[src/agnus_bus_pkg.sv]
// chip bus address types, DMA channel and CPU bus structs, bus owner enum
`default_nettype none

package agnus_bus_pkg;

  // --------------------
  // address types

  typedef logic [20:1] chip_addr_t;   // chip memory word address
  typedef logic [7:0]  reg_addr_t;    // custom register word address (byte addr 8:1)

  // no register selected on the register address bus
  localparam reg_addr_t REG_ADDR_IDLE = 8'hFF;

  // --------------------
  // one DMA engine as seen by the bus

  typedef struct packed {
    logic       req;          // level, held while the engine wants a slot
    logic       write;        // memory write, disk and blitter only
    chip_addr_t address;      // chip memory pointer
    reg_addr_t  reg_address;  // destination or source register
  } dma_chan_t;

  // CPU side of the register bank
  typedef struct packed {
    logic      aen;      // register bank address enable
    logic      rd;       // read strobe
    logic      hwr;      // high byte write
    logic      lwr;      // low byte write
    reg_addr_t address;  // register word address
  } cpu_bus_t;

  // slot owner, listed from highest to lowest priority
  typedef enum logic [2:0] {
    OWN_DSK,
    OWN_REF,
    OWN_AUD,
    OWN_BPL,
    OWN_SPR,
    OWN_COP,
    OWN_BLT,
    OWN_CPU
  } bus_owner_e;

endpackage

`default_nettype wire

[src/agnus_regs_pkg.sv]
// register address enum, DMACON bit layout and gated DMA enable struct
`default_nettype none

package agnus_regs_pkg;

  // --------------------
  // register word addresses (byte address >> 1)

  typedef enum logic [7:0] {
    DMACONR = 8'h01,  // byte 0x002, read only
    DMACON  = 8'h4B   // byte 0x096, write only, set/clear
  } reg_name_e;

  // --------------------
  // writable part of DMACON, bits 12:0
  // bit 15 of a write selects set or clear and is not stored
  // bits 14:13 read back blitter busy and zero, see DMACONR

  typedef struct packed {
    logic [1:0] spare_hi;  // 12:11, unused but stored
    logic       bltpri;    // 10 blitter nasty
    logic       dmaen;     // 9 master enable
    logic       bplen;     // 8 bitplanes
    logic       copen;     // 7 copper
    logic       blten;     // 6 blitter
    logic       spren;     // 5 sprites
    logic [4:0] spare_lo;  // 4:0 disk and audio, read back only here
  } dmacon_t;

  // --------------------
  // enables handed to the arbiter
  // each channel enable is already qualified by dmaen

  typedef struct packed {
    logic bpl;     // bitplane
    logic cop;     // copper
    logic blt;     // blitter
    logic spr;     // sprite
    logic bltpri;  // blitter nasty, not gated
  } dma_enables_t;

endpackage

`default_nettype wire

[src/beam_counter.sv]
// horizontal beam counter with colour clock phase, refresh slots, sol and strobes
`timescale 1ns/1ps
`default_nettype none

module beam_counter #(
  parameter int unsigned LINE_LENGTH = 454  // hpos counts per line
) (
  input  wire        clk,
  input  wire        reset,
  input  wire        clk7_en,        // bus clock enable
  output logic [8:0] hpos,           // horizontal position
  output logic       cck,            // colour clock phase, odd slots
  output logic       dma_ref,        // memory refresh slot
  output logic       sol,            // last position of the line
  output logic       strhor_denise,  // horizontal strobe for Denise
  output logic       strhor_paula    // horizontal strobe for Paula
);

  localparam logic [8:0] HPOS_LAST    = 9'(LINE_LENGTH - 1);
  localparam logic [8:0] HPOS_DENISE  = 9'd11;  // one cck ahead of Paula
  localparam logic [8:0] HPOS_PAULA   = 9'd13;

  // --------------------
  // counter

  always_ff @(posedge clk) begin
    if (clk7_en) begin
      if (reset) begin
        hpos <= '0;
      end else if (sol) begin
        hpos <= '0;               // wrap at end of line
      end else begin
        hpos <= hpos + 9'd1;
      end
    end
  end

  // --------------------
  // decodes

  assign cck = hpos[0];           // chipset uses odd slots

  // refresh takes slots 1, 5, 9 and 13
  // all are below 16 and have 01 in the low two bits
  assign dma_ref = (hpos[8:4] == 5'd0) && (hpos[1:0] == 2'b01);

  assign sol = (hpos == HPOS_LAST);

  // strobes depend on hpos only, no vertical condition
  assign strhor_denise = (hpos == HPOS_DENISE);
  assign strhor_paula  = (hpos == HPOS_PAULA);

endmodule

`default_nettype wire

[src/dma_control_regs.sv]
// DMACON register with set/clear write, DMACONR read data and gated channel enables
`timescale 1ns/1ps
`default_nettype none

module dma_control_regs
  import agnus_bus_pkg::*;
  import agnus_regs_pkg::*;
(
  input  wire               clk,
  input  wire               reset,
  input  wire               clk7_en,      // bus clock enable
  input  wire reg_addr_t    reg_address,  // register bus as the arbiter selected it
  input  wire        [15:0] data_in,      // data bus from CPU or DMA
  input  wire               blit_busy,    // blitter status for read-back
  input  wire               blit_zero,
  input  wire        [15:0] blt_data,     // blitter register read data
  output dma_enables_t      enables,      // to the arbiter
  output logic       [15:0] data_out      // merged read data
);

  dmacon_t     dmacon;      // stored bits 12:0
  logic        dmacon_wr;   // DMACON selected this slot
  logic        dmaconr_rd;  // DMACONR selected this slot
  logic [12:0] dmacon_set;  // value after a set write
  logic [12:0] dmacon_clr;  // value after a clear write
  logic [15:0] dmaconr;     // read data, zero when not addressed

  // --------------------
  // address decode

  assign dmacon_wr  = (reg_address == DMACON);
  assign dmaconr_rd = (reg_address == DMACONR);

  // --------------------
  // write, bit 15 picks set or clear for every 1 in 12:0

  assign dmacon_set = dmacon | data_in[12:0];
  assign dmacon_clr = dmacon & ~data_in[12:0];

  always_ff @(posedge clk) begin
    if (clk7_en) begin
      if (reset) begin
        dmacon <= '0;                 // all DMA off
      end else if (dmacon_wr) begin
        if (data_in[15]) begin
          dmacon <= dmacon_set;
        end else begin
          dmacon <= dmacon_clr;
        end
      end
    end
  end

  // --------------------
  // read, bit 15 reads 0, then busy, zero and the stored bits

  always_comb begin
    if (dmaconr_rd) begin
      dmaconr = {1'b0, blit_busy, blit_zero, dmacon};
    end else begin
      dmaconr = '0;
    end
  end

  // only one source drives at a time, so a plain OR merges them
  assign data_out = dmaconr | blt_data;

  // --------------------
  // enables, master bit gates each channel

  assign enables.bpl    = dmacon.bplen & dmacon.dmaen;
  assign enables.cop    = dmacon.copen & dmacon.dmaen;
  assign enables.blt    = dmacon.blten & dmacon.dmaen;
  assign enables.spr    = dmacon.spren & dmacon.dmaen;
  assign enables.bltpri = dmacon.bltpri;  // nasty works without dmaen

endmodule

`default_nettype wire

[src/bus_arbiter.sv]
// chip bus priority arbiter, grants, CPU register decode and blitter slowdown counter
`timescale 1ns/1ps
`default_nettype none

module bus_arbiter
  import agnus_bus_pkg::*;
  import agnus_regs_pkg::*;
#(
  parameter logic [1:0] BLS_CNT_MAX = 2'd3  // missed CPU cycles before blitter hold-off
) (
  input  wire               clk,
  input  wire               reset,
  input  wire               clk7_en,      // bus clock enable
  input  wire               cck,          // colour clock phase
  input  wire               turbo,        // blitter may take even slots too
  input  wire               bls,          // CPU is waiting for the bus
  input  wire               dma_ref,      // refresh slot
  input  wire dma_enables_t enables,      // from DMACON
  input  wire cpu_bus_t     cpu,
  input  wire dma_chan_t    dsk_chan,
  input  wire dma_chan_t    aud_chan,
  input  wire dma_chan_t    bpl_chan,
  input  wire dma_chan_t    spr_chan,
  input  wire dma_chan_t    cop_chan,
  input  wire dma_chan_t    blt_chan,
  output reg_addr_t         reg_address,  // selected register address
  output chip_addr_t        address_out,  // selected chip address
  output logic              dbr,          // Agnus owns the data bus
  output logic              dbwe,         // memory write this slot
  output logic              cpu_custom,   // CPU owns the slot
  output logic              ack_spr,
  output logic              ack_cop,
  output logic              ack_blt,
  output logic              ena_cop,      // copper may run
  output logic              ena_blt       // blitter may run
);

  bus_owner_e owner;            // winner of this slot
  logic [1:0] bls_cnt;          // memory cycles the CPU has missed
  logic       bls_ok;           // blitter not held off
  logic       dma_spr;          // requests qualified by enables
  logic       dma_cop;
  logic       dma_blt;
  logic       cpu_access;       // valid CPU register cycle
  reg_addr_t  reg_address_cpu;

  // --------------------
  // request qualification

  assign dma_spr = spr_chan.req & enables.spr;
  assign dma_cop = cop_chan.req & enables.cop;
  assign dma_blt = blt_chan.req & enables.blt;
  assign bls_ok  = (bls_cnt < BLS_CNT_MAX);

  // CPU address passes only during a real access
  assign cpu_access      = cpu.aen & (cpu.rd | cpu.hwr | cpu.lwr);
  assign reg_address_cpu = cpu_access ? cpu.address : REG_ADDR_IDLE;

  // --------------------
  // fixed priority, first match wins

  always_comb begin
    if (dsk_chan.req) begin
      owner = OWN_DSK;
    end else if (dma_ref) begin
      owner = OWN_REF;
    end else if (aud_chan.req) begin
      owner = OWN_AUD;
    end else if (bpl_chan.req) begin
      owner = OWN_BPL;
    end else if (dma_spr) begin
      owner = OWN_SPR;
    end else if (dma_cop) begin
      owner = OWN_COP;
    end else if (dma_blt && bls_ok) begin
      owner = OWN_BLT;
    end else begin
      owner = OWN_CPU;              // bus left free for the CPU
    end
  end

  // --------------------
  // output multiplexer

  always_comb begin
    dbr         = 1'b1;            // any chipset owner takes the bus
    cpu_custom  = 1'b0;
    dbwe        = 1'b0;
    ack_spr     = 1'b0;
    ack_cop     = 1'b0;
    ack_blt     = 1'b0;
    address_out = '0;
    reg_address = REG_ADDR_IDLE;
    case (owner)
      OWN_DSK: begin
        address_out = dsk_chan.address;
        reg_address = dsk_chan.reg_address;
        dbwe        = dsk_chan.write;  // disk reads from memory on write-out
      end
      OWN_REF: begin
        // refresh only, no address and no register
      end
      OWN_AUD: begin
        address_out = aud_chan.address;
        reg_address = aud_chan.reg_address;
      end
      OWN_BPL: begin
        address_out = bpl_chan.address;
        reg_address = bpl_chan.reg_address;
      end
      OWN_SPR: begin
        address_out = spr_chan.address;
        reg_address = spr_chan.reg_address;
        ack_spr     = 1'b1;
      end
      OWN_COP: begin
        address_out = cop_chan.address;
        reg_address = cop_chan.reg_address;
        ack_cop     = 1'b1;
      end
      OWN_BLT: begin
        address_out = blt_chan.address;
        reg_address = blt_chan.reg_address;
        dbwe        = blt_chan.write;
        ack_blt     = 1'b1;
      end
      default: begin                // OWN_CPU
        dbr         = 1'b0;
        cpu_custom  = 1'b1;
        reg_address = reg_address_cpu;
      end
    endcase
  end

  // --------------------
  // run enables for copper and blitter

  // copper shares its slots only with bitplanes
  assign ena_cop = ~bpl_chan.req;

  // blitter is last in line, anything above it blocks it
  assign ena_blt = ~(dsk_chan.req | dma_ref | aud_chan.req | dma_spr |
                     bpl_chan.req | dma_cop) & enables.blt & bls_ok;

  // --------------------
  // blitter slowdown, counts on memory cycles only

  always_ff @(posedge clk) begin
    if (clk7_en) begin
      if (reset) begin
        bls_cnt <= '0;
      end else if (!cck || turbo) begin
        if (!bls || enables.bltpri) begin
          bls_cnt <= '0;            // CPU got in, or nasty mode
        end else if (bls_cnt != BLS_CNT_MAX) begin
          bls_cnt <= bls_cnt + 2'd1;  // saturates at max
        end
      end
    end
  end

endmodule

`default_nettype wire

[src/agnus_top.sv]
// Agnus bus side top level with beam counter, DMA control register and arbiter
`timescale 1ns/1ps
`default_nettype none

module agnus_top
  import agnus_bus_pkg::*;
  import agnus_regs_pkg::*;
#(
  parameter int unsigned LINE_LENGTH = 454,   // hpos counts per line
  parameter logic [1:0]  BLS_CNT_MAX = 2'd3   // blitter slowdown limit
) (
  input  wire               clk,
  input  wire               reset,
  input  wire               clk7_en,          // bus clock enable
  // DMA engines
  input  wire dma_chan_t    dsk_chan,
  input  wire dma_chan_t    aud_chan,
  input  wire dma_chan_t    bpl_chan,
  input  wire dma_chan_t    spr_chan,
  input  wire dma_chan_t    cop_chan,
  input  wire dma_chan_t    blt_chan,
  // CPU and data
  input  wire cpu_bus_t     cpu,
  input  wire        [15:0] data_in,
  input  wire        [15:0] blt_data,         // blitter register read data
  input  wire               blit_busy,
  input  wire               blit_zero,
  input  wire               bls,              // blitter slowdown request
  input  wire               turbo,
  // chip bus
  output chip_addr_t        address_out,
  output reg_addr_t         reg_address_out,
  output wire               dbr,
  output wire               dbwe,
  output wire               cpu_custom,
  // grants
  output wire               ack_spr,
  output wire               ack_cop,
  output wire               ack_blt,
  output wire               ena_cop,
  output wire               ena_blt,
  output wire        [15:0] data_out,
  // beam
  output wire         [8:0] hpos,
  output wire               sol,
  output wire               strhor_denise,
  output wire               strhor_paula
);

  wire          cck;       // colour clock phase
  wire          dma_ref;   // refresh slot
  dma_enables_t enables;   // DMACON to arbiter

  // --------------------
  beam_counter #(
    .LINE_LENGTH   (LINE_LENGTH)
  ) beam_i (
    .clk           (clk),
    .reset         (reset),
    .clk7_en       (clk7_en),
    .hpos          (hpos),
    .cck           (cck),
    .dma_ref       (dma_ref),
    .sol           (sol),
    .strhor_denise (strhor_denise),
    .strhor_paula  (strhor_paula)
  );

  // --------------------
  // register block sees the arbiter's register bus
  dma_control_regs regs_i (
    .clk         (clk),
    .reset       (reset),
    .clk7_en     (clk7_en),
    .reg_address (reg_address_out),
    .data_in     (data_in),
    .blit_busy   (blit_busy),
    .blit_zero   (blit_zero),
    .blt_data    (blt_data),
    .enables     (enables),
    .data_out    (data_out)
  );

  // --------------------
  bus_arbiter #(
    .BLS_CNT_MAX (BLS_CNT_MAX)
  ) arb_i (
    .clk         (clk),
    .reset       (reset),
    .clk7_en     (clk7_en),
    .cck         (cck),
    .turbo       (turbo),
    .bls         (bls),
    .dma_ref     (dma_ref),
    .enables     (enables),
    .cpu         (cpu),
    .dsk_chan    (dsk_chan),
    .aud_chan    (aud_chan),
    .bpl_chan    (bpl_chan),
    .spr_chan    (spr_chan),
    .cop_chan    (cop_chan),
    .blt_chan    (blt_chan),
    .reg_address (reg_address_out),
    .address_out (address_out),
    .dbr         (dbr),
    .dbwe        (dbwe),
    .cpu_custom  (cpu_custom),
    .ack_spr     (ack_spr),
    .ack_cop     (ack_cop),
    .ack_blt     (ack_blt),
    .ena_cop     (ena_cop),
    .ena_blt     (ena_blt)
  );

endmodule

`default_nettype wire

[config.mk]
export PLATFORM = sky130hd
export DESIGN_NAME = agnus_top
export DESIGN_NICKNAME = d
export VERILOG_FILES = /design/src/agnus_bus_pkg.sv /design/src/agnus_regs_pkg.sv /design/src/beam_counter.sv /design/src/dma_control_regs.sv /design/src/bus_arbiter.sv /design/src/agnus_top.sv
export SDC_FILE = /design/constraint.sdc
export NUM_CORES = 1
export LEC_CHECK = 0
export ABC_AREA = 0
export CELL_PAD_IN_SITES_DETAIL_PLACEMENT = 0
export CELL_PAD_IN_SITES_GLOBAL_PLACEMENT = 1
export CORE_AREA = 2 2 115 117
export DETAILED_ROUTE_END_ITERATION = 16
export DIE_AREA = 0 0 117 119
export DONT_BUFFER_PORTS = 1
export HOLD_SLACK_MARGIN = 0.08
export PLACE_DENSITY = 0.5
export SETUP_SLACK_MARGIN = 0.02
export SYNTH_ARGS = -nofsm -noshare
export SYNTH_HDL_FRONTEND = slang
export SYNTH_SLANG_ARGS = --single-unit
export TNS_END_PERCENT = 100
[constraint.sdc]
create_clock -name clk -period 5.2 [get_ports clk]
set_input_delay 1.04 -clock clk [delete_from_list [all_inputs] [get_ports clk]]
set_output_delay 1.04 -clock clk [all_outputs]
set_load 0.005 [all_outputs]
After elaboration in Yosys (flattened, before gate mapping)
Index checks and enable logic that the tools add are counted.
Widths: inputs -> output; s select.

operators by class
  add/sub/neg operators = 2
  reduce and logical (&&, ||, !) cells = 15
  muxes and demuxes = 22
  bitwise gates (word level) = 22
  eq/ne operators = 13
  order comparisons = 1

operators with widths
  operator             number
  $pmux 20 s6          1
  $pmux 8 s7           1
  $mux 13              2
  $eq 9x4->1 const B   2
  $mux 3               6
  $or 15x16->16        1
  $mux 15              1
  $and 13x13->13       1
  $not 13->13          1
  $or 13x13->13        1
  $add 9x1->9 const B  1
  $and 1x1->1          9
  $eq 3x3->1 const B   3
  $eq 9x9->1 const B   1
  $eq 8x1->1 const B   1
  $eq 8x7->1 const B   1
  $mux 8               1
  $or 1x1->1           7
  $reduce_or 7->1      1
  $eq 3x2->1 const B   2
  $mux 1               6
  $mux 2               3
  $logic_not 5->1      1
  $reduce_bool 2->1    2
  other kinds (15)     19

storage, ports and cells
  output and inout port bits = 64
  logic and storage cells = 85
  bits in registers = 24

Longest topological paths before layout
Gate-level depths: netlist of run 1.

  depth in word-level cells = 15
  gate-level depth with buffers = 12
  gate-level depth less buffers = 9

Cells and area by module
A second synthesis of run 1 with hierarchy kept.

second synthesis, totals
  cell total of the unflattened synthesis = 357
  area, all modules = 3084.2 um^2

by module, submodules not included
  module            area each (um^2)  cells an instance  times used
  bus_arbiter       1475.2            203                1
  dma_control_regs  1066.0            102                1
  beam_counter      543.0             52                 1

Worst setup path after synthesis of run 1
Ideal clock, no wire load.

  kind = input to output
  start = in dsk_chan[29] (netlist name)
  end = out data_out[10]
  cell stages on the path = 11
  path buffers = 4
  arrival = 3.083 ns
  setup slack = 1.077 ns
  cells stage by stage = clkbuf_1 > or3_4 > a21oi_2 > and3_1 > buf_6 > a22o_1 > o32a_1 > nand4bb_1 > buf_2 > buf_6 > o41ai_2

on the way
  cells in the longest elaborated chain, start to end = 6
  elaborated cells on any way between the ends = 12

RTL lines
  item                                      line                    text
  start, declared                           agnus_top.sv:16         input wire dma_chan_t dsk_chan,
  $mux 3 (*)                                bus_arbiter.sv:63       if (dsk_chan.req) begin
  $eq 3x3->1, or another cell as far along  bus_arbiter.sv:94       case (owner)
  $pmux 8 s7 (*)                            bus_arbiter.sv:94
  net reg_address_out[2]                    agnus_top.sv:32         output reg_addr_t reg_address_out,
  $eq 8x1->1 (*)                            dma_control_regs.sv:32  assign dmaconr_rd = (reg_address == DMACONR);
  $mux 15 (*)                               dma_control_regs.sv:58  if (dmaconr_rd) begin
  $or 15x16->16 (*)                         dma_control_regs.sv:66  assign data_out = dmaconr | blt_data;
  end, declared                             agnus_top.sv:42         output wire [15:0] data_out,

Mark *: on every way through the listed nets, which the timed path passes. The rest lies on a longest branch.

Worst setup path after layout of run 1
  start = in aud_chan[29] (netlist name)
  end = out data_out[3]

on the way
  cells in the longest elaborated chain, start to end = 8
  elaborated cells on any way between the ends = 14

RTL lines
  item                                      line                    text
  start, declared                           agnus_top.sv:17         input wire dma_chan_t aud_chan,
  $mux 3 (*)                                bus_arbiter.sv:67       end else if (aud_chan.req) begin
  $mux 3 (*)                                bus_arbiter.sv:65       end else if (dma_ref) begin
  $mux 3 (*)                                bus_arbiter.sv:63
  $eq 3x3->1, or another cell as far along  bus_arbiter.sv:94
  $pmux 8 s7 (*)                            bus_arbiter.sv:94
  $eq 8x1->1 (*)                            dma_control_regs.sv:32
  $mux 15 (*)                               dma_control_regs.sv:58
  $or 15x16->16 (*)                         dma_control_regs.sv:66

Mark *: on every way between the ends. The rest lies on a longest branch, timed or not.

==> results.md, run 1 <==
• complete, no violations — outcome
• 12,900 sq um — core footprint
• 117 um — Die Wd
• 295 — number of top-level design ports
• 7 — router iterations before antenna repair
• 24 — total number of clock tree sinks
• 3 — number of buffers created by CTS
• register to register — worst hold-check path type
• 1 — maximum level of the CTS H-tree
• 3130 sq um — Layout Cell Area excl Fill
• no — RSZ-0062 raised after global routing
• 0.648 ns — pre-CTS setup slack
• 11.1% — share of layout cells above drive strength 1
• 2890 sq um — synthesized area
• 11,700 um — Detail Placement HPWL
• 0% — proportion of register bits with asynchronous set or reset after synthesis
• 221 MHz — maximum clock frequency
• 0.783 — routability-driven placement congestion ratio
• output pin — crit path capture type
• 24 — number of synthesized register bits
• 3,017 — vias after detailed routing
• 509 — final standard cell count with taps included and fillers excluded
• built — clock tree from TritonCTS
• 504 — Placed Instances
• 0 — remaining antenna violation count after routing
• 18 — maximum fanout encountered on the critical timing path
• 0 — residual DRC count
• 13,900 sq um — floorplan die area
• 0 — count of max-cap constraint violations
• 0.06 ns — clk slew on worst S/H paths
• 1.13 nW — Static Leak
• 2 — clock tree buffer depth
• 19,200 um — first-pass GRT wire length
• 3,136 — number of global-route vias before repair
• 351 — synthesized instance count
• 0 — number of buffers inserted by port buffering
• 0 ns — final-layout setup total negative slack
• 22.5% — effective utilization at floorplan
• 3.49 ns — arrival time reported for the critical path endpoint
• 18.5% — total track usage
• edfxtp_1 — most common flop cell mapped by yosys
• 27.6 um — routed wire length per instance
• 0.00213 ns — final clock skew
• 0.26 ns — clock insertion delay at the later pin of the skew report
• 180 nW/um^2 — ratio of total power to cell area
• 0 — cells resized by post-CTS repair
• 42 — row cnt
• 3 — number of antenna violations at the first check in global routing
• 36 — largest net degree at the start of global routing
• 0 — Yosys warning count
• 24 — Post-synth EDFFs
• 5.93 — average vias per placed instance
• primary input — Worst setup SP type
• 119 um — vertical die dimension
• 0 — number of buffers inserted by post-CTS setup repair
• 298 — number of DRC markers in iteration 0
• 62 — distinct cell type count after synthesis
• 0.667 ns — PnR worst setup slack
• 4.16 ns — required time worst endpoint
• primary input to output pin — classification of the worst setup path
• 87.2% — part of the cycle the worst path needs
• 8.05% — synthesis-to-layout area growth
• 0.131 mV — maximum vdd ir drop
• 8.56% — worst rel slew slack
• 14,000 um — Post-Route WL
• 0 — final-report setup violation count
• 0 — Final Max Slew Viols
• 4.53 ns — Min Clock Period, post-route
• 0 — number of buffers added to fix hold violations after cts
• clkbuf_16 — buffer cell driving the clock tree root
• 24.9% — Seq/Total Area, Yosys
• 585 — post-synth net total
• 0 — final count of hold timing violations
• 567 — number of nets in the finished design
• 0 — total overflow reported by the global router
• 1.36 ns — Worst Max-Slew Pin Slew
• 3040 sq um — placed cell areas
• 8.24 sq um — Syn Area/Cell
==> area by class of cell <==
cell class	count	area [sq um]
Tap cell	176	220
Timing Repair Buffer	7	52.6
Sequential cell	24	721
Fill cell	1428	9750
Clock buffer	3	75.1
Inverter	27	101
Clock inverter	1	3.75
Antenna cell	1	2.50
Multi-Input combinational cell	270	1950
==> stage by stage <==
step | hold slack [ns] | power (W) | util (%)
floorplan | 0.537 | 0.000370 | -
global placement | 0.552 | 0.000398 | 23.6
detailed placement | 0.575 | 0.000400 | 23.6
CTS | 0.584 | 0.000571 | 24.3
global route | 0.594 | 0.000592 | 24.3
finish | 0.581 | 0.000562 | 24.3
==> path summary, 6_finish.rpt <==
| path | to | slack (ns) | from | depth (start not counted) |
|---|---|---|---|---|
| worst max-delay path | data_out[3] | 0.67 | aud_chan[29] | 7 |
| worst min-delay path | arb_i.bls_cnt[0]$_SDFFCE_PP0P_ | 0.58 | arb_i.bls_cnt[0]$_SDFFCE_PP0P_ | 1 |
| worst max register to register | regs_i.dmacon[12]$_SDFFCE_PP0P_ | 1.46 | beam_i.hpos[0]$_SDFFCE_PP0P_ | 9 |
| worst min register to register | arb_i.bls_cnt[0]$_SDFFCE_PP0P_ | 0.58 | arb_i.bls_cnt[0]$_SDFFCE_PP0P_ | 1 |
==> routing by layer <==
layer  share of wire (%)  vias to the layer above  global-route usage, %
met1                  33                     1434                   18.0
met4                 1.5                        4                   4.49
li1                    -                     1363                      -
met2                  53                      202                   36.1
met3                  12                       14                   6.62
met5                0.21                        -                      0
==> power by group <==
part	switching (W)	total (W)	leakage, nW	internal (W)
clock network	0.0000656	0.000168	0.0385	0.000103
logic	0.0000928	0.000152	0.858	0.0000589
registers	0.0000150	0.000242	0.237	0.000227
==> cells in the final DEF (no fill, tap or decap), drive strengths merged, types with 4 or more instances in the layout <==
| cell | synthesis | final |
|---|---|---|
| a22oi | 8 | 8 |
| nand2 | 54 | 54 |
| mux2i | 14 | 14 |
| or3 | 4 | 4 |
| a221oi | 4 | 4 |
| and3 | 5 | 5 |
| o31ai | 4 | 4 |
| inv | 27 | 27 |
| a22o | 4 | 4 |
| o41ai | 15 | 15 |
| nand3 | 6 | 6 |
| edfxtp | 24 | 24 |
| o21ai | 8 | 8 |
| nor2 | 35 | 35 |
| nor3 | 7 | 7 |
| a222oi | 42 | 42 |
| buf | 8 | 7 |
| a21oi | 7 | 7 |
==> cell families (layout without fill, tap and decap cells) <==
family / after synthesis / count (layout) / synth area share, %
mux: 14 / 14 / 4.84
flops: 24 / 24 / 24.9
xor+xnor: 5 / 5 / 1.51
other cells: 0 / 1 / 0
compound gates: 112 / 112 / 36.4
fa+ha+maj: 3 / 3 / 1.30
simple gates: 136 / 136 / 22.7
buf+inv: 57 / 38 / 8.35
==> synth_stat cells, types with 4 or more instances <==
library cell | count | area (sq um)
nand2_1 | 54 | 203
a222oi_1 | 42 | 420
nor2_1 | 35 | 131
inv_1 | 27 | 101
edfxtp_1 | 24 | 721
clkbuf_1 | 22 | 82.6
mux2i_1 | 14 | 140
o41ai_2 | 9 | 146
a22oi_1 | 8 | 60.1
a21oi_1 | 6 | 30.0
nand3_1 | 6 | 30.0
o21ai_0 | 6 | 30.0
o41ai_1 | 6 | 52.6
and3_1 | 5 | 31.3
nor3_1 | 5 | 25.0
a22o_1 | 4 | 35.0
buf_2 | 4 | 20.0
==> registers in the layout (all words and copies together) (netlist names) <==
signal and flops:
regs_i.dmacon 12, beam_i.hpos 9, arb_i.bls_cnt 2, regs_i.enables 1
==> critical path: stages <==
cell     delay (ns)
or3_4          0.39
a21oi_2        0.17
and3_1         0.66
a22oi_1        0.20
a31o_2         0.31
nand2_1        0.50
o41ai_1        0.20
(Power assumes the default switching activity.)
==> run 2, diff against run 1 <==
--- a/config.mk
+++ b/config.mk
@@ -8,12 +8,12 @@
 export ABC_AREA = 0
 export CELL_PAD_IN_SITES_DETAIL_PLACEMENT = 0
 export CELL_PAD_IN_SITES_GLOBAL_PLACEMENT = 1
-export CORE_AREA = 2 2 115 117
+export CORE_AREA = 2 2 113 115
 export DETAILED_ROUTE_END_ITERATION = 16
-export DIE_AREA = 0 0 117 119
+export DIE_AREA = 0 0 115 117
 export DONT_BUFFER_PORTS = 1
 export HOLD_SLACK_MARGIN = 0.08
-export PLACE_DENSITY = 0.5
+export PLACE_DENSITY = 0.51
 export SETUP_SLACK_MARGIN = 0.02
 export SYNTH_ARGS = -nofsm -noshare
 export SYNTH_HDL_FRONTEND = slang
==> results.md, run 2 (same netlist as run 1, synthesis figures left out) <==
• complete, no violations — outcome
• register to register — worst hold-check path type
• 0.793 ns — Worst Max-Slew Pin Slew
• built — clock tree from TritonCTS
• 18.9% — total track usage
• 5 — number of antenna violations at the first check in global routing
• nand2_1, a222oi_1, nor2_1 — most used cells in the layout excluding fill and tap cells
• 36 — largest net degree at the start of global routing
• 25.4% — utilization of the core after routing
• 342 — number of DRC markers in iteration 0
• 16 — maximum fanout encountered on the critical timing path
• 0 — final-report setup violation count
• 0 — Final Max Slew Viols
• 30.8% — Switching Fraction
• output pin — crit path capture type
• 3,040 — vias after detailed routing
• 41 — row cnt
• 18,600 um — first-pass GRT wire length
• 23.5% — effective utilization at floorplan
• 0.158 mV — maximum vdd ir drop
• 3130 sq um — Layout Cell Area excl Fill
• 1 — maximum level of the CTS H-tree
• compound AO/OA/AOI/OAI gates — kind of cell adding the most delay to the critical path
• clkbuf_16 — buffer cell driving the clock tree root
• 180 nW/um^2 — ratio of total power to cell area
• 12.2% — share of layout cells above drive strength 1
• 86.0% — part of the cycle the worst path needs
• 0 — number of buffers added to fix hold violations after cts
• 12 — flip-flop count of the largest register, all copies and words added
• 3.43 ns — arrival time reported for the critical path endpoint
• 42.8% — register share of total power
• 0 — count of max-cap constraint violations
• 0.06 ns — clk slew on worst S/H paths
• 0 — total overflow reported by the global router
• no — RSZ-0062 raised after global routing
• 29.2 um — routed wire length per instance
• 0 — buffering stage count on the worst path with inverters included
• 115 um — Die Wd
• 0.812 — routability-driven placement congestion ratio
• ha_1, or3b_1, o21ai_2, a211oi_1, a41oi_1, o22a_1, nand2_1, o41ai_1 — Critical Path, Cell by Cell
• 14,300 um — Post-Route WL
• 47.1% — worst rel slew slack
• 0 — number of buffers inserted by post-CTS setup repair
• 0.62 ns — slowest stage delay, CP
• 0.00346 ns — final clock skew
• 0 — number of buffers inserted by port buffering
• regs_i.dmacon x12, beam_i.hpos x9, arb_i.bls_cnt x2 — registers with the highest flip-flop counts
• 3040 sq um — placed cell areas
• 4.47 ns — Min Clock Period, post-route
• 12,000 um — Detail Placement HPWL
• register to output pin — classification of the worst setup path
• 6.20 — average vias per placed instance
• 3 — number of buffers created by CTS
• 0.000174 W — switching power summed over all nets
• 13,500 sq um — floorplan die area
• 224 MHz — maximum clock frequency
• 0 — final count of hold timing violations
• 0 ns — final-layout setup total negative slack
• 9 — router iterations before antenna repair
• register — Worst setup SP type
• nand2_1 — most common cell after layout, fill and taps aside
• 1 — Worst Hold Depth
• 29.7% — clock share of power
• 24 — total number of clock tree sinks
• 8.22% — synthesis-to-layout area growth
• 295 — number of top-level design ports
• 0.26 ns — clock insertion delay at the later pin of the skew report
• 2,935 — number of global-route vias before repair
• 4.16 ns — required time worst endpoint
• regs_i.dmacon — register containing the most flip-flops in the final layout
• 12,300 sq um — core footprint
• 27.5% — combinational share of power
• 0 — cells resized by post-CTS repair
• 0 — residual DRC count
• 1.15 nW — Static Leak
• 0.000390 W — Int Pwr
• 117 um — vertical die dimension
• 10 — FF-to-FF path depth
• 0 — remaining antenna violation count after routing
• 2 — clock tree buffer depth
• 8 — path length in cells of the critical path
• 571 — number of nets in the finished design
• o41ai_1 — CP max-delay cell
run 2: worst reg2reg max path, delay by kind of cell (launching register included):
family	cells	cell delay, ns
compound gates	5	1.28
fa+ha+maj	1	0.22
buf+inv	2	0.52
flops	1	0.50
simple gates	2	0.81
run 2: worst paths after layout:
check	from	to	slack [ns]
hold reg to reg	arb_i.bls_cnt[0]$_SDFFCE_PP0P_	arb_i.bls_cnt[0]$_SDFFCE_PP0P_	0.56
setup / recovery	beam_i.hpos[0]$_SDFFCE_PP0P_	data_out[4]	0.73
hold / removal	arb_i.bls_cnt[0]$_SDFFCE_PP0P_	arb_i.bls_cnt[0]$_SDFFCE_PP0P_	0.56
setup reg to reg	beam_i.hpos[0]$_SDFFCE_PP0P_	regs_i.dmacon[7]$_SDFFCE_PP0P_	1.60
run 2: layout make-up:
| class | instances | area (sq um) |
|---|---|---|
| clock inverters | 1 | 3.75 |
| well taps | 150 | 188 |
| inverters | 27 | 101 |
| diodes | 4 | 10.0 |
| flip-flops and latches | 24 | 721 |
| repair buffers | 11 | 82.6 |
| fillers | 1361 | 9180 |
| multi-input cells | 270 | 1950 |
| clock buffers | 3 | 75.1 |
run 2: power by group through the flow:
stage	sequential [W]	clock, W	combinational [W]
floorplan	0.000240	0	0.000129
global placement	0.000246	0	0.000156
detailed placement	0.000246	0	0.000158
CTS	0.000241	0.000173	0.000158
global route	0.000244	0.000177	0.000173
finish	0.000241	0.000167	0.000155
run 2: routing by layer:
| layer | vias up | GRT usage (%) | share of wire (%) |
|---|---|---|---|
| met1 | 1444 | 18.5 | 33 |
| li1 | 1379 | - | - |
| met5 | - | 0 | 0.15 |
| met4 | 4 | 5.54 | 2.4 |
| met3 | 24 | 8.44 | 12 |
| met2 | 189 | 35.9 | 52 |
run 2: through the flow:
| step | instances | setup slack [ns] | power [W] | hold slack [ns] |
|---|---|---|---|---|
| after floorplan | 351 | 1.08 | 0.000370 | 0.537 |
| after global placement | 482 | 0.781 | 0.000401 | 0.552 |
| after detailed placement | 482 | 0.770 | 0.000403 | 0.559 |
| after CTS | 486 | 0.715 | 0.000572 | 0.568 |
| after global routing | 487 | 0.469 | 0.000593 | 0.589 |
| final | 490 | 0.729 | 0.000564 | 0.563 |
